$ cat config.mk
export PLATFORM = sky130hd
export DESIGN_NAME = reset_sequencer
export DESIGN_NICKNAME = d
export VERILOG_FILES = /design/src/rtl/fpga_pkg.sv /design/src/rtl/reset_sequencer.sv
export SDC_FILE = /design/constraint.sdc
export NUM_CORES = 1
export LEC_CHECK = 0
export BUFFER_PORTS_ARGS = -buffer_cell sky130_fd_sc_hd__buf_4
export CORE_AREA = 2 2 39 41
export DETAILED_ROUTE_END_ITERATION = 10
export DIE_AREA = 0 0 41 43
export GPL_TIMING_DRIVEN = 0
export PLACE_DENSITY_LB_ADDON = 0.3
export SYNTH_ARGS = -nofsm -noshare
export SYNTH_HDL_FRONTEND = slang
export SYNTH_SLANG_ARGS = --single-unit
export TNS_END_PERCENT = 1
$ cat constraint.sdc
create_clock -name cpu_clk -period 1.5 [get_ports cpu_clk]
set_input_delay 0.075 -clock cpu_clk [delete_from_list [all_inputs] [get_ports cpu_clk]]
set_output_delay 0.075 -clock cpu_clk [all_outputs]
set_load 0.03 [all_outputs]
$ cat src/rtl/fpga_pkg.sv
// assumes one clock domain and single AHB-Lite transfers; all sizes and addresses are fixed
`default_nettype none

package fpga_pkg;

  //////////////////////////////
  // sizes
  //////////////////////////////
  localparam int data_w = 32;
  localparam int strb_w = data_w / 8;
  localparam int ram_words = 256;
  localparam int idx_w = $clog2(ram_words);
  localparam int gpo_w = 5;

  // calibration model of the ddr controller
  localparam int calib_cycles = 20;
  localparam int calib_w = $clog2(calib_cycles);
  localparam logic [calib_w-1:0] calib_last = calib_w'(calib_cycles - 1);

  // peripheral reset hold after calibration or push button
  localparam int rst_hold = 4;
  localparam int hold_w = $clog2(rst_hold);
  localparam logic [hold_w-1:0] hold_last = hold_w'(rst_hold - 1);

  //////////////////////////////
  // memory map
  //////////////////////////////
  // 1 KiB ram region at 0x8000_0000
  localparam logic [21:0] ram_tag = 22'h20_0000;
  // 64 byte gpio region at 0x1006_0000
  localparam logic [25:0] gpio_tag = 26'h040_1800;

  // gpio register indices
  localparam logic [idx_w-1:0] gpio_in_reg = 8'd0;
  localparam logic [idx_w-1:0] gpio_en_reg = 8'd1;
  localparam logic [idx_w-1:0] gpio_out_reg = 8'd2;

  //////////////////////////////
  // ahb codes
  //////////////////////////////
  localparam logic [1:0] htrans_nonseq = 2'b10;
  localparam logic [2:0] hsize_byte = 3'b000;
  localparam logic [2:0] hsize_half = 3'b001;
  localparam logic [2:0] hsize_word = 3'b010;

  // two readings of the same haddr word
  typedef struct packed {
    logic [21:0] tag;
    logic [7:0] index;
    logic [1:0] offset;
  } ram_addr_t;

  typedef struct packed {
    logic [25:0] tag;
    logic [3:0] index;
    logic [1:0] offset;
  } gpio_addr_t;

  typedef union packed {
    ram_addr_t ram_view;
    gpio_addr_t gpio_view;
  } ahb_addr_u;

  // request from the bridge to ram and gpio
  typedef struct packed {
    logic write;
    logic [idx_w-1:0] index;
    logic [data_w-1:0] wdata;
    logic [strb_w-1:0] wstrb;
  } bus_req_t;

endpackage

`default_nettype wire
$ cat src/rtl/reset_sequencer.sv
// peripherals stay in reset until calib_done; aux_reset must be synchronous to cpu_clk
`timescale 1ns/10ps
`default_nettype none

module reset_sequencer (
  input  logic cpu_clk,
  input  logic rst_n,
  input  logic aux_reset,
  input  logic calib_done,
  output logic periph_rst_n,
  output logic sys_ready
);

  typedef enum logic [1:0] {
    st_wait_calib,
    st_hold,
    st_run
  } seq_state_t;

  seq_state_t state;
  seq_state_t state_nx;
  logic [fpga_pkg::hold_w-1:0] cnt;
  logic [fpga_pkg::hold_w-1:0] cnt_nx;

  //////////////////////////////
  // next state
  //////////////////////////////
  always_comb begin
    state_nx = state;
    cnt_nx = cnt;
    if (aux_reset && calib_done) begin
      // push button restarts the hold, ram stays calibrated
      state_nx = st_hold;
      cnt_nx = '0;
    end else begin
      case (state)
        st_wait_calib: begin
          // cnt is still zero here, so the first hold cycle counts as one
          if (calib_done) begin
            state_nx = st_hold;
            cnt_nx = cnt + 1'b1;
          end
        end
        st_hold: begin
          if (cnt == fpga_pkg::hold_last) begin
            state_nx = st_run;
          end else begin
            cnt_nx = cnt + 1'b1;
          end
        end
        default: begin
          state_nx = st_run;
        end
      endcase
    end
  end

  always_ff @(posedge cpu_clk or negedge rst_n) begin
    if (!rst_n) begin
      state <= st_wait_calib;
      cnt <= '0;
      periph_rst_n <= 1'b0;
    end else begin
      state <= state_nx;
      cnt <= cnt_nx;
      periph_rst_n <= (state_nx == st_run);
    end
  end

  assign sys_ready = (state == st_run);

endmodule

`default_nettype wire

==> flow_metrics.env <==
export IMPL_antenna_cells=0
export IMPL_vias_per_cell=4.17
export IMPL_cpPeakStageDelay_ps=400
export IMPL_drive_above_1_share_pct=27.0
export IMPL_place_port_buffers=5
export IMPL_route_detailed_drc=0
export IMPL_die_w_um=41
export IMPL_crit_type="flip-flop to flip-flop"
export IMPL_end_kind="flip-flop"
export IMPL_setup_viol=0
export IMPL_ys_async_sr_fraction_pct=100
export IMPL_first_iter_violations=8
export IMPL_final_nets=43
export IMPL_yosysWarnings=0
export IMPL_wl_per_cell_um=9.34
export IMPL_antenna_found_initial=0
export IMPL_min_path_cells=2
export IMPL_critPathArrivalTime_ps=1540
export IMPL_cts_buffers=3
export IMPL_grt_max_degree=9
export IMPL_cts_htree_levels=1
export IMPL_cp_start_kind="flip-flop"
export IMPL_path_cells="ha_1 > nor2_2 > mux2_4 > a222oi_1"
export IMPL_drv_cap=0
export IMPL_min_period_ps=1410
export IMPL_status="complete, no violations"
export IMPL_ir_drop_mv=0.713
export IMPL_whs_ps=37.1
export IMPL_syn_nets=32
export IMPL_critical_path_top_delay_family="flip-flops"
export IMPL_clock_latency_ps=240
export IMPL_worst_path_buf_inv=0
export IMPL_die_area_um2=1760
export IMPL_clkSinkCount=5
export IMPL_cts_root_buf="clkbuf_4"
export IMPL_worstPathRequired_ps=1630
export IMPL_synth_cell_types=17
export IMPL_via_count=221
export IMPL_dieHeight_um=43
export IMPL_ant_nets=0
export IMPL_first_global_vias=221
export IMPL_synth_flop_cell="dfrtp_1"
export IMPL_fill_cells=150
export IMPL_wl_um=495
export IMPL_grt_pass1_wl_um=910
export IMPL_clk_pin_slew_ps=40
export IMPL_place_detailed_hpwl_um=377
export IMPL_syn_inst=27
export IMPL_finalMaxSlewViolations=0
export IMPL_num_rows=14
export IMPL_rsz0062_at_grt="no"
export IMPL_cts_buffer_depth=2
export IMPL_syn_area_um2=264
export IMPL_postCtsSetupBuffers=0
export IMPL_crit_fanout=5
export IMPL_hold_viol_final=0
export IMPL_core_area_um2=1380
export IMPL_max_freq_mhz=709
export IMPL_worst_r2r_path_depth=4
export IMPL_setup_tns_ps=0
export IMPL_first_pass_iters=4
export IMPL_post_place_ws_ps=97.2
export IMPL_syn_area_per_cell_um2=9.78
export IMPL_stdcell_count=53
export IMPL_synth_edf_count=0
export IMPL_dp_cells=48
export IMPL_gr_total_overflow=0
export IMPL_reg2reg_slack_ps=90
export IMPL_cp_depth=4
export IMPL_slew_headroom_pct=83.1
export IMPL_area_delta_synth_final_pct=35.5
export IMPL_setup_ws_ps=88.7
export IMPL_finalCritPeriodShare_pct=94.1
export IMPL_tightest_slew_ps=253
export IMPL_cts_tree="built"
export IMPL_yosysSeqAreaShare_pct=47.4
export IMPL_pin_count=6
export IMPL_initial_core_util_pct=19.1
export IMPL_cts_resized_gates=0
export IMPL_min_path_type="input pin to flip-flop"
export IMPL_crit_slowest_cell="dfrtp_1"
export IMPL_synth_seq_cells=5
export IMPL_globalRouteTotalUtil_pct=8.17
export IMPL_place_congestion=0.739
export IMPL_clock_skew_final_ps=2.69
export IMPL_powerDensity_nw_per_um2=2270
export IMPL_cellLeakagePower_uw=0.000169
-- power breakdown --
| group | internal [µW] | leakage (µW) | switching (µW) |
|---|---|---|---|
| combinational | 192 | 0.0000927 | 181 |
| clock | 100 | 0.0000150 | 53.1 |
| sequential | 203 | 0.0000612 | 84.2 |
| total | 495 | 0.000169 | 318 |
-- cell usage in the layout (no fill, tap or decap), drive strengths merged --
master       instances
dfrtp                5
buf                  5
clkbuf               4
a21oi                3
o21ai                3
nand2                2
nor2b                2
nor3                 2
nor2                 2
mux2                 1
o21bai               1
inv                  1
a21o                 1
a222oi               1
nand2b               1
and3                 1
ha                   1
dlygate4sd3          1
-- path summary, 6_finish.rpt --
| path | from | end |
|---|---|---|
| setup / recovery | cnt[0] | cnt[0] |
| hold reg to reg | cnt[0] | cnt[0] |
| min in group asynchronous | rst_n | cnt[1] |
| setup reg to reg | cnt[0] | cnt[0] |
| max in group asynchronous | rst_n | cnt[0] |
| hold / removal | aux_reset | state[1] |
-- repair_timing --
action                                  in CTS  in global routing
hold buffers                                 1                  0
endpoints found under the setup margin       0                  0
endpoints found under the hold margin        5                  0
-- cell type report --
type                            instances  area (µm²)  share of cell area [%]
Inverter                                1        3.75                    1.05
Timing Repair Buffer                    6        47.5                    13.3
Clock buffer                            4        26.3                    7.34
Sequential cell                         5         125                    35.0
Tap cell                               16        20.0                    5.59
Multi-Input combinational cell         21         135                    37.8
-- cell families (layout without fill, tap and decap cells) --
logic type	count (synthesis)	after routing	share of synthesized area [%]
flip-flops	5	5	47.4
AND/OR/NAND/NOR	10	10	19.9
AO/OA/AOI/OAI	9	9	20.9
buffers and inverters	1	11	1.42
adder cells (fa/ha/maj)	1	1	4.74
multiplexers	1	1	5.69
-- per-layer routing --
layer	vias up	global-route usage [%]	share of wire, %	wire (µm)
li1	117	-	-	-
met1	97	10.8	55	270
met2	7	9.38	38	186
met3	0	7.85	7.7	38
met4	0	2.00	0	0
met5	-	0	0	0
-- sequential cells by signal, indices dropped and copies added (netlist names) --
signal        cells
state             2
cnt               2
periph_rst_n      1
-- cells in the mapped netlist (2+ instances only) --
library cell / number / area share [%]
nand2_1: 2 / 2.8
nor2b_1: 2 / 4.7
nor3_1: 2 / 3.8
dfrtp_1: 5 / 47
o21ai_0: 2 / 3.8
a21oi_1: 3 / 5.7
-- through the flow --
step	total power [µW]	instance area (µm²)	utilization [%]
after global routing	884	358	25.9
after global placement	655	322	23.2
final	814	358	25.9
after detailed placement	653	322	23.2
after floorplan	558	264	-
after CTS	820	358	25.9
No activity file was read; power rests on OpenSTA's default activity.
