## src/rtl/fpga_pkg.sv

```systemverilog
// assumes one clock domain and single AHB-Lite transfers; all sizes and addresses are fixed
`default_nettype none

package fpga_pkg;

  //////////////////////////////
  // sizes
  //////////////////////////////
  localparam int data_w = 32;
  localparam int strb_w = data_w / 8;
  localparam int ram_words = 256;
  localparam int idx_w = $clog2(ram_words);
  localparam int gpo_w = 5;

  // calibration model of the ddr controller
  localparam int calib_cycles = 20;
  localparam int calib_w = $clog2(calib_cycles);
  localparam logic [calib_w-1:0] calib_last = calib_w'(calib_cycles - 1);

  // peripheral reset hold after calibration or push button
  localparam int rst_hold = 4;
  localparam int hold_w = $clog2(rst_hold);
  localparam logic [hold_w-1:0] hold_last = hold_w'(rst_hold - 1);

  //////////////////////////////
  // memory map
  //////////////////////////////
  // 1 KiB ram region at 0x8000_0000
  localparam logic [21:0] ram_tag = 22'h20_0000;
  // 64 byte gpio region at 0x1006_0000
  localparam logic [25:0] gpio_tag = 26'h040_1800;

  // gpio register indices
  localparam logic [idx_w-1:0] gpio_in_reg = 8'd0;
  localparam logic [idx_w-1:0] gpio_en_reg = 8'd1;
  localparam logic [idx_w-1:0] gpio_out_reg = 8'd2;

  //////////////////////////////
  // ahb codes
  //////////////////////////////
  localparam logic [1:0] htrans_nonseq = 2'b10;
  localparam logic [2:0] hsize_byte = 3'b000;
  localparam logic [2:0] hsize_half = 3'b001;
  localparam logic [2:0] hsize_word = 3'b010;

  // two readings of the same haddr word
  typedef struct packed {
    logic [21:0] tag;
    logic [7:0] index;
    logic [1:0] offset;
  } ram_addr_t;

  typedef struct packed {
    logic [25:0] tag;
    logic [3:0] index;
    logic [1:0] offset;
  } gpio_addr_t;

  typedef union packed {
    ram_addr_t ram_view;
    gpio_addr_t gpio_view;
  } ahb_addr_u;

  // request from the bridge to ram and gpio
  typedef struct packed {
    logic write;
    logic [idx_w-1:0] index;
    logic [data_w-1:0] wdata;
    logic [strb_w-1:0] wstrb;
  } bus_req_t;

endpackage

`default_nettype wire
```

## src/rtl/gpio_regs.sv

```systemverilog
// pins are synchronized by two flops; only register indices 0 to 2 exist, the rest read zero
`timescale 1ns/10ps
`default_nettype none

module gpio_regs (
  input  logic cpu_clk,
  input  logic periph_rst_n,
  input  fpga_pkg::bus_req_t req,
  input  logic gpio_en,
  output logic [fpga_pkg::data_w-1:0] gpio_rdata,
  input  logic [fpga_pkg::data_w-1:0] pins_in,
  output logic [fpga_pkg::gpo_w-1:0] gpo
);

  logic [fpga_pkg::data_w-1:0] sync_q;
  logic [fpga_pkg::data_w-1:0] in_reg;
  logic [fpga_pkg::data_w-1:0] en_reg;
  logic [fpga_pkg::data_w-1:0] out_reg;
  logic wr;

  // merge write data into a register per byte strobe
  function automatic logic [fpga_pkg::data_w-1:0] merge_bytes(
    input logic [fpga_pkg::data_w-1:0] old,
    input fpga_pkg::bus_req_t r
  );
    logic [fpga_pkg::data_w-1:0] res;
    res = old;
    for (int b = 0; b < fpga_pkg::strb_w; b++) begin
      if (r.wstrb[b]) begin
        res[8*b +: 8] = r.wdata[8*b +: 8];
      end
    end
    return res;
  endfunction

  assign wr = gpio_en && req.write;

  //////////////////////////////
  // registers
  //////////////////////////////
  always_ff @(posedge cpu_clk or negedge periph_rst_n) begin
    if (!periph_rst_n) begin
      sync_q <= '0;
      in_reg <= '0;
      en_reg <= '0;
      out_reg <= '0;
    end else begin
      sync_q <= pins_in;
      in_reg <= sync_q;
      if (wr && (req.index == fpga_pkg::gpio_en_reg)) begin
        en_reg <= merge_bytes(en_reg, req);
      end
      if (wr && (req.index == fpga_pkg::gpio_out_reg)) begin
        out_reg <= merge_bytes(out_reg, req);
      end
    end
  end

  // registered read of the selected register
  always_ff @(posedge cpu_clk) begin
    if (gpio_en && !req.write) begin
      case (req.index)
        fpga_pkg::gpio_in_reg: gpio_rdata <= in_reg;
        fpga_pkg::gpio_en_reg: gpio_rdata <= en_reg;
        fpga_pkg::gpio_out_reg: gpio_rdata <= out_reg;
        default: gpio_rdata <= '0;
      endcase
    end
  end

  // disabled pins drive zero
  assign gpo = out_reg[fpga_pkg::gpo_w-1:0] & en_reg[fpga_pkg::gpo_w-1:0];

endmodule

`default_nettype wire

```

## config.mk

```make
export PLATFORM = sky130hd
export DESIGN_NAME = gpio_regs
export DESIGN_NICKNAME = d
export VERILOG_FILES = /design/src/rtl/fpga_pkg.sv /design/src/rtl/gpio_regs.sv
export SDC_FILE = /design/constraint.sdc
export NUM_CORES = 1
export LEC_CHECK = 0
export ABC_AREA = 1
export ABC_CLOCK_PERIOD_IN_PS = 1100
export BUFFER_PORTS_ARGS = -buffer_cell sky130_fd_sc_hd__buf_2
export CORE_MARGIN = 2
export CORE_UTILIZATION = 57
export CTS_BUF_LIST = sky130_fd_sc_hd__clkbuf_4
export DETAILED_ROUTE_END_ITERATION = 10
export GPL_TIMING_DRIVEN = 0
export PLACE_DENSITY = 0.88
export SLEW_MARGIN = 20
export SYNTH_ARGS = -nofsm -noshare
export SYNTH_HDL_FRONTEND = slang
export SYNTH_SLANG_ARGS = --single-unit
```

## constraint.sdc

```tcl
create_clock -name cpu_clk -period 1.1 [get_ports cpu_clk]
set_clock_uncertainty 0.15 [all_clocks]
set_input_delay 0.055 -clock cpu_clk [delete_from_list [all_inputs] [get_ports cpu_clk]]
set_output_delay 0.055 -clock cpu_clk [all_outputs]
set_load 0.02 [all_outputs]
```

==> run metrics <==
uppermost routed layer met4; Worst path slowest cell dfrtp_1; P_int 0.00814 W; Met3 Wirelength 1.70 mm; max-cap viol count 0; IO Pins 117; total power draw 0.0107 W; Initial Util 58.6%; power per cell area 1270 mW/mm^2; P_sw 0.00253 W; DR DRC count 0; layout cells sized above 1 26.7%; crit-path cells nand2_2 -> inv_2 -> buf_6; Worst-path clk slew 0.13 ns; syn_nets 628; Hold Fails Final Rpt 117; slew of the pin with the lowest slew margin 1.07 ns; Seq pwr share 59.3%; Clock Latency Late Sink 0.55 ns; DRT met1 WL 6.24 mm; Cell Area, Synth 0.00602 sq mm; post-route ant nets 0; Root Driver clkbuf_4; worst hold margin -0.130 ns; Post-Synthesis Cells 548; Worst Slack Setup Final -0.338 ns; Cell Count, Final, Fillers Out 942; largest net degree at the start of global routing 73; met2 WL 9.06 mm; Hold WC Path Type input port to asynchronous set/reset pin; clk buf depth 2; Final Util 82.0%; input/output buffers 112; Iteration-0 DRC Markers 688; Req. time, crit path 0.89 ns; synthesis-to-layout area growth 40.0%; n_diodes 0; synth warn 0; Placer Congestion 0.826; die width 107 um; Overflow after GRT 0; failing checks negative hold slack, negative setup slack; Synth cell types 15; run status finished, violations left; dpl cells 797; Final Slew Violations 0; crit path launch type flop; post-route cell area 0.00842 sq mm; Peak VDD IR 0.828 mV; sequential fraction of the synthesis area 69.2%; Vias per Instance 5.75; routed len/inst 18.7 um; Crit path arrival time 1.23 ns; Leak Pwr 4.18 nW; Net Sw Frac 23.7%; DP Worst Slack -0.528 ns; Tmin final 1.44 ns; drt total wl 17.7 mm; Overall Global Routing Usage 30.9%; RSZ-0062 raised after global routing true; total number of vias 5,412; cell row count 37; Yosys reg bits 160; Num CTS Buffers 17; first-pass GRT wire length 26.5 mm; fmax 0.695 GHz; Die ar. 0.0114 sq mm; Combinational Power Share 9.0%; Setup violations, final 43; HPWL after detailed placement 9.47 mm; vias in the first global route 5,394; Final Cycle Share 131%; R2R cell count 4; Clock Power Share 31.6%; CP max FO 2; CP endpoint kind output port; fin nets 873; Pre-antenna DRT Iters 5; crit-path max cell delay 0.44 ns; Setup CP Type flop to output port; htree depth 4; post-placement cell area 0.00680 sq mm; Synth Area per Inst 11.0 sq um; Core Area 0.0103 sq mm; CTS tree built; Slew headroom 28.4%; die height 107 um; CTS Sinks 160; initial antenna violation count 0
[per-layer routing]
metal | vias up | global-route usage, %
met4 | 0 | 14.3
met2 | 423 | 51.2
li1 | 2322 | -
met1 | 2595 | 38.7
met5 | - | 0
met3 | 72 | 7.60
[through the flow]
step | hold WS [ns] | TNS [ns]
2_1_floorplan | -0.391 | -0.340
3_3_place_gp | 0.0126 | -257.71
3_5_place_dp | -0.0989 | -45.49
4_1_cts | -0.176 | -9.50
5_1_grt | -0.139 | -10.34
6_report | -0.130 | -8.59
[placed cells by master (no fill, tap or decap), types with 3 or more instances in the layout]
cell type	count
buf_6	45
nand2_1	220
edfxtp_1	32
inv_2	3
clkinv_1	5
dfrtp_1	128
nand3_1	33
nand2_2	12
dlygate4sd3_1	102
nor2_4	3
nand3_2	8
nand4_1	64
buf_4	7
buf_2	102
inv_1	5
clkinv_2	3
clkbuf_4	22
[worst max-delay path, delay by kind of cell (launching register included)]
kind                   cells  cell delay, ns
buffers and inverters      2            0.16
DFF                        1            0.44
and+or+nand+nor            1            0.08
[logic make-up (layout without fill, tap and decap cells)]
group	count (synthesis)	count (layout)	share of synthesized area (%)
and+or+nand+nor	347	347	26.1
DFF	160	160	69.2
buffers and inverters	41	299	4.74
[repair_timing]
item | 4_1_cts | 5_1_grt
resized for setup | 30 | 50
buffers inserted | 10 | 5
hold endpoints to repair | 258 | 118
gates cloned | 0 | 0
endpoints found under the setup margin | 37 | 68
pin swaps | 4 | 6
hold buffers | 102 | 1
[cell usage after synthesis]
| master | n | area (sq um) |
|---|---|---|
| nor2_8 | 2 | 40.0 |
| buf_8 | 1 | 15.0 |
| nand2_2 | 2 | 12.5 |
| inv_2 | 1 | 3.75 |
| buf_2 | 18 | 90.1 |
| dfrtp_1 | 128 | 3200 |
| nand2_4 | 1 | 11.3 |
| nand3_1 | 41 | 205 |
| nor2_1 | 3 | 11.3 |
| inv_1 | 8 | 30.0 |
| nand4_1 | 64 | 400 |
| nand2_1 | 230 | 863 |
| buf_6 | 13 | 146 |
| nor2_2 | 4 | 25.0 |
| edfxtp_1 | 32 | 961 |
[cell type report]
class	count	area [sq um]
plain buffers	32	251
clock buffers	22	165
clock inverters	10	93.8
fillers	562	1850
inverters	9	46.3
multi-input cells	347	1650
flip-flops and latches	160	4160
well taps	136	170
repair buffers	226	1880
[path summary, 6_finish.rpt]
check / startpoint / end / slack (ns)
max: out_reg[1]$_DFFE_PN0P_ / gpo[1] / -0.34
min: periph_rst_n / out_reg[16]$_DFFE_PN0P_ / -0.13
max reg2reg: en_reg[0]$_DFFE_PN0P_ / gpio_rdata[0]$_DFFE_PP_ / -0.07
min reg2reg: sync_q[4]$_DFF_PN0_ / in_reg[4]$_DFF_PN0_ / 0.20
max in group asynchronous: periph_rst_n / sync_q[4]$_DFF_PN0_ / 0.21
min in group cpu_clk: req[44] / gpio_rdata[24]$_DFFE_PP_ / -0.13
[power groups by stage]
stage,Clock (W),Combinational (W),Sequential (W)
3_5_place_dp,0,0.000594,0.00643
3_3_place_gp,0,0.000559,0.00642
6_report,0.00338,0.000963,0.00633
2_1_floorplan,0,0.000154,0.00648
4_1_cts,0.00333,0.000899,0.00632
5_1_grt,0.00364,0.00103,0.00635
Power figures use the tool's default switching activity.
