[src/rtl/fpga_pkg.sv]
// assumes one clock domain and single AHB-Lite transfers; all sizes and addresses are fixed
`default_nettype none

package fpga_pkg;

  //////////////////////////////
  // sizes
  //////////////////////////////
  localparam int data_w = 32;
  localparam int strb_w = data_w / 8;
  localparam int ram_words = 256;
  localparam int idx_w = $clog2(ram_words);
  localparam int gpo_w = 5;

  // calibration model of the ddr controller
  localparam int calib_cycles = 20;
  localparam int calib_w = $clog2(calib_cycles);
  localparam logic [calib_w-1:0] calib_last = calib_w'(calib_cycles - 1);

  // peripheral reset hold after calibration or push button
  localparam int rst_hold = 4;
  localparam int hold_w = $clog2(rst_hold);
  localparam logic [hold_w-1:0] hold_last = hold_w'(rst_hold - 1);

  //////////////////////////////
  // memory map
  //////////////////////////////
  // 1 KiB ram region at 0x8000_0000
  localparam logic [21:0] ram_tag = 22'h20_0000;
  // 64 byte gpio region at 0x1006_0000
  localparam logic [25:0] gpio_tag = 26'h040_1800;

  // gpio register indices
  localparam logic [idx_w-1:0] gpio_in_reg = 8'd0;
  localparam logic [idx_w-1:0] gpio_en_reg = 8'd1;
  localparam logic [idx_w-1:0] gpio_out_reg = 8'd2;

  //////////////////////////////
  // ahb codes
  //////////////////////////////
  localparam logic [1:0] htrans_nonseq = 2'b10;
  localparam logic [2:0] hsize_byte = 3'b000;
  localparam logic [2:0] hsize_half = 3'b001;
  localparam logic [2:0] hsize_word = 3'b010;

  // two readings of the same haddr word
  typedef struct packed {
    logic [21:0] tag;
    logic [7:0] index;
    logic [1:0] offset;
  } ram_addr_t;

  typedef struct packed {
    logic [25:0] tag;
    logic [3:0] index;
    logic [1:0] offset;
  } gpio_addr_t;

  typedef union packed {
    ram_addr_t ram_view;
    gpio_addr_t gpio_view;
  } ahb_addr_u;

  // request from the bridge to ram and gpio
  typedef struct packed {
    logic write;
    logic [idx_w-1:0] index;
    logic [data_w-1:0] wdata;
    logic [strb_w-1:0] wstrb;
  } bus_req_t;

endpackage

`default_nettype wire
[src/rtl/ahb_bridge.sv]
// single transfers only, no bursts; reads take one wait state and errors take two cycles
`timescale 1ns/10ps
`default_nettype none

module ahb_bridge (
  input  logic cpu_clk,
  input  logic periph_rst_n,
  input  logic hsel,
  input  logic [31:0] haddr,
  input  logic [1:0] htrans,
  input  logic hwrite,
  input  logic [2:0] hsize,
  input  logic [fpga_pkg::data_w-1:0] hwdata,
  input  logic hready,
  output logic hreadyout,
  output logic [fpga_pkg::data_w-1:0] hrdata,
  output logic hresp,
  output fpga_pkg::bus_req_t req,
  output logic ram_en,
  output logic gpio_en,
  input  logic [fpga_pkg::data_w-1:0] ram_rdata,
  input  logic [fpga_pkg::data_w-1:0] gpio_rdata
);

  typedef enum logic [1:0] {
    st_idle,
    st_rd_wait,
    st_err1,
    st_err2
  } phase_t;

  phase_t state;
  fpga_pkg::ahb_addr_u addr;
  logic accept;
  logic hit_ram;
  logic hit_gpio;
  logic size_ok;
  logic [fpga_pkg::strb_w-1:0] strb;
  logic wr_q;
  logic ram_q;
  logic [fpga_pkg::idx_w-1:0] index_q;
  logic [fpga_pkg::strb_w-1:0] strb_q;

  //////////////////////////////
  // address phase decode
  //////////////////////////////
  assign addr = haddr;
  assign accept = hsel && (htrans == fpga_pkg::htrans_nonseq) && hready && hreadyout;
  assign hit_ram = (addr.ram_view.tag == fpga_pkg::ram_tag);
  assign hit_gpio = (addr.gpio_view.tag == fpga_pkg::gpio_tag);
  assign size_ok = (hsize <= fpga_pkg::hsize_word);

  // data stays on its own byte lanes
  always_comb begin
    case (hsize)
      fpga_pkg::hsize_byte: strb = 4'b0001 << addr.ram_view.offset;
      fpga_pkg::hsize_half: strb = addr.ram_view.offset[1] ? 4'b1100 : 4'b0011;
      default: strb = 4'b1111;
    endcase
  end

  always_ff @(posedge cpu_clk) begin
    if (accept) begin
      ram_q <= hit_ram;
      index_q <= hit_ram ? addr.ram_view.index : {4'b0000, addr.gpio_view.index};
      strb_q <= strb;
    end
  end

  //////////////////////////////
  // data phase
  //////////////////////////////
  always_ff @(posedge cpu_clk or negedge periph_rst_n) begin
    if (!periph_rst_n) begin
      state <= st_idle;
      wr_q <= 1'b0;
    end else begin
      wr_q <= 1'b0;
      case (state)
        st_rd_wait: state <= st_idle;
        st_err1: state <= st_err2;
        default: begin
          state <= st_idle;
          if (accept) begin
            if (!size_ok || !(hit_ram || hit_gpio)) begin
              state <= st_err1;
            end else if (hwrite) begin
              wr_q <= 1'b1;
            end else begin
              state <= st_rd_wait;
            end
          end
        end
      endcase
    end
  end

  assign hreadyout = (state == st_idle) || (state == st_err2);
  assign hresp = (state == st_err1) || (state == st_err2);

  // write data arrives in the data phase, read strobe goes out in the wait cycle
  assign ram_en = (wr_q || (state == st_rd_wait)) && ram_q;
  assign gpio_en = (wr_q || (state == st_rd_wait)) && !ram_q;
  assign req = '{write: wr_q, index: index_q, wdata: hwdata, wstrb: strb_q};

  assign hrdata = ram_q ? ram_rdata : gpio_rdata;

endmodule

`default_nettype wire

[config.mk]
export PLATFORM = sky130hd
export DESIGN_NAME = ahb_bridge
export DESIGN_NICKNAME = d
export VERILOG_FILES = /design/src/rtl/fpga_pkg.sv /design/src/rtl/ahb_bridge.sv
export SDC_FILE = /design/constraint.sdc
export NUM_CORES = 1
export LEC_CHECK = 0
export ABC_CLOCK_PERIOD_IN_PS = 1950
export BUFFER_PORTS_ARGS = -buffer_cell sky130_fd_sc_hd__clkbuf_2
export CORE_MARGIN = 10
export CORE_UTILIZATION = 29
export CTS_CLUSTER_SIZE = 28
export DETAILED_ROUTE_END_ITERATION = 7
export PLACE_DENSITY = 0.82
export SLEW_MARGIN = 20
export SYNTH_ARGS = -nofsm -noshare
export SYNTH_HDL_FRONTEND = slang
export SYNTH_SLANG_ARGS = --single-unit
[constraint.sdc]
create_clock -name cpu_clk -period 1.95 [get_ports cpu_clk]
set_input_delay 0.195 -clock cpu_clk [delete_from_list [all_inputs] [get_ports cpu_clk]]
set_output_delay 0.195 -clock cpu_clk [all_outputs]
set_load 0.05 [all_outputs]
==> flow_summary_export.csv <==
group,metric,value,unit
power,pwr-share-comb,0.353,
clock_network,cts_buffers,3,
clock_network,clk_latency,0.25,ns
drt,drtIter0Drc,54,
floorplanning,start_util,0.3072,
synth,syn_avg_cell_area,10.66,sq um
floorplanning,die_w,88.61,microns
finish,final_util,0.4521,
power,seq_power_share,0.387,
synth,syn-num-nets,269,
synth,yosys_warnings,0,
sta,rsz0062_at_grt,"no",
critical_path,critPathMaxFanout,14,
power,power,0.9688,mW
placed_design,io_buffers,154,
finish,nFillCells,435,
sta,hold_viol,0,
power,peakVddDrop,0.0002030,V
floorplanning,die_area,0.007852,sq mm
sta,maxSlewHeadroom,0.6558,
critical_path,rrSetupSlack,0.27,ns
power,power.switching,0.3185,mW
synth,synth_edf_count,13,
floorplanning,rows,24,
critical_path,critPathKind,"flip-flop to flip-flop",
global_route,grt_first_pass_wirelength,7.493,mm
drt,vias_per_cell,4.568,
synth,synth_top_area_frac,0.2860,
synth,synthTopCellsByArea,"edfxtp_1 29%, mux2_2 26%, buf_4 18%",
sta,setup_viol,0,
sta,fin_worst_skew,0.005581,ns
synth,ys_ff_latch,16,
outcome,run_status,"finished clean",
drt,antenna_left,0,
finish,area_delta_synth_final,47.20,%
global_route,grt_pass1_vias,1578,
min_path,hold_path_class,"input pin to flip-flop",
power,p_int,0.6503,mW
placed_design,dp_hpwl,4.902,mm
clock_network,cts_buffer_depth,2,
finish,seq_area,465.4,sq um
sta,slew_viol_final,0,
finish,drive_above_1_share,0.7689,
critical_path,cp-end-kind,"flip-flop",
sta,max_freq,595.3,MHz
synth,synth.most_common_cell,"buf_4",
floorplanning,die_y,88.61,microns
global_route,grt_max_degree,35,
finish,nets,393,
drt,drc,0,
clock_network,cts_resized,0,
floorplanning,top_level_ports,219,
run,max_cap_violations,0,
placed_design,gp_congestion,0.8171,
global_route,grt_antenna_before_repair,0,
clock_network,clk_pin_slew,0.06,ns
critical_path,cp.required,1.83,ns
synth,synth_top_flop_cell,"edfxtp_1",
power,power.density,482.2,mW/mm^2
sta,hold_slack,0.1173,ns
clock_network,cts_sinks,16,
drt,vias,1384,
clock_network,cts.htree.levels,1,
critical_path,crit_path_start_kind,"flip-flop",
synth,syn_area,0.001365,sq mm
drt,first_pass_iters,3,
synth,postSynthCellCount,128,
clock_network,cts_tree,"done",
critical_path,crit_arrival,1.56,ns
sta,finalSetupTns,0,ns
synth,synth_top_area_cell,"edfxtp_1",
synth,async_flop_share,0.1875,
synth,yosysUniqueCellTypes,25,
drt,post_drt_wl_per_cell,17.53,microns
synth,synth_common_cells,"33 x buf_4, 32 x mux2_2, 13 x edfxtp_1",
synth,seq_area_frac_synth,0.3410,
placed_design,pre_cts_slack,0.2410,ns
global_route,track_usage,0.1215,
power,clockPowerShare,0.259,
finish,multi_input_area,614.3,sq um
clock_network,cts.root.buffer_cell,"clkbuf_8",
power,power.share.switching,0.3288,
drt,wl,5.311,mm
power,power_leakage,1.072,nW
sta,tightest_slew,0.5157,ns
finish,n_antenna_cell,0,
sta,layout_min_cycle_time,1.680,ns
global_route,grt_overflow,0,
floorplanning,core_region_area,0.004444,sq mm
sta,fin_ws,0.2701,ns
sta,period_share,0.8615,
[path summary, 6_finish.rpt]
check | from | end | cells after the start
worst min register to register | state[1] | state[0] | 2
worst max-delay path | state[0] | index_q[6] | 4
worst max register to register | state[0] | index_q[6] | 4
min in group asynchronous | periph_rst_n | state[0] | 2
max in group asynchronous | periph_rst_n | wr_q | 2
worst min-delay path | haddr[4] | index_q[2] | 1
[state kept, by name, summed over array words and instances, names as in the netlist]
name and count:
strb_q 4, wr_q 1, index_q 8, ram_q 1
state 2
[layer usage]
metal	track usage	share of wire
met3	0.05882	0.16
met5	0	0
met2	0.2465	0.54
met1	0.09400	0.29
met4	0.05140	0.014
[cell families after synthesis]
kind of cell,after synthesis,synth area share
muxes,32,0.2640
and+or+nand+nor,27,0.1256
DFF,16,0.3410
AOI/OAI and AO/OA,8,0.03300
adders and majority gates,3,0.02750
buffers and inverters,42,0.2090
[placed cells by master, fill, tap and decap left out, types with 2 or more instances in the layout]
cell type and count:
ha_1 3, a21oi_1 2, edfxtp_1 13, clkbuf_2 154
inv_1 5, nor2_1 6, dfrtp_1 3, nor4_1 5
clkbuf_8 3, and2_1 4, o21ai_0 4, nor2b_1 3
mux2_2 32
[cell type report]
type | count | share of cell area
timing repair buffer | 156 | 0.3985
multi-input combinational | 70 | 0.3057
sequential | 16 | 0.2316
tap | 52 | 0.03238
clock buffer | 4 | 0.02242
inverter | 5 | 0.009340
[worst max-delay path, stage by stage, from the launching register on]
cell     delay [ns]
dfrtp_1        0.37
inv_1          0.05
ha_1           0.32
nand4_1        0.15
inv_1          0.42
[stage by stage]
stage / std cells / cell area [sq um]
after floorplan: 128 / 1365
after global placement: 298 / 1954
after detailed placement: 298 / 1954
after CTS: 303 / 2009
after global routing: 303 / 2009
final: 303 / 2009
[repair_timing]
| item | CTS | global route |
|---|---|---|
| buffers inserted | 0 | 0 |
| hold buffers | 1 | 0 |
| endpoints found under the hold margin | 3 | 0 |
[power by group through the flow]
stage                     Combinational (mW)  Sequential (mW)  Clock (mW)
after floorplan                        0.359            0.395           0
after global placement                 0.338            0.382           0
after global routing                   0.368            0.375       0.274
after detailed placement               0.344            0.382           0
after CTS                              0.347            0.375       0.259
final                                  0.342            0.375       0.251
No activity file was read; power rests on OpenSTA's default activity.
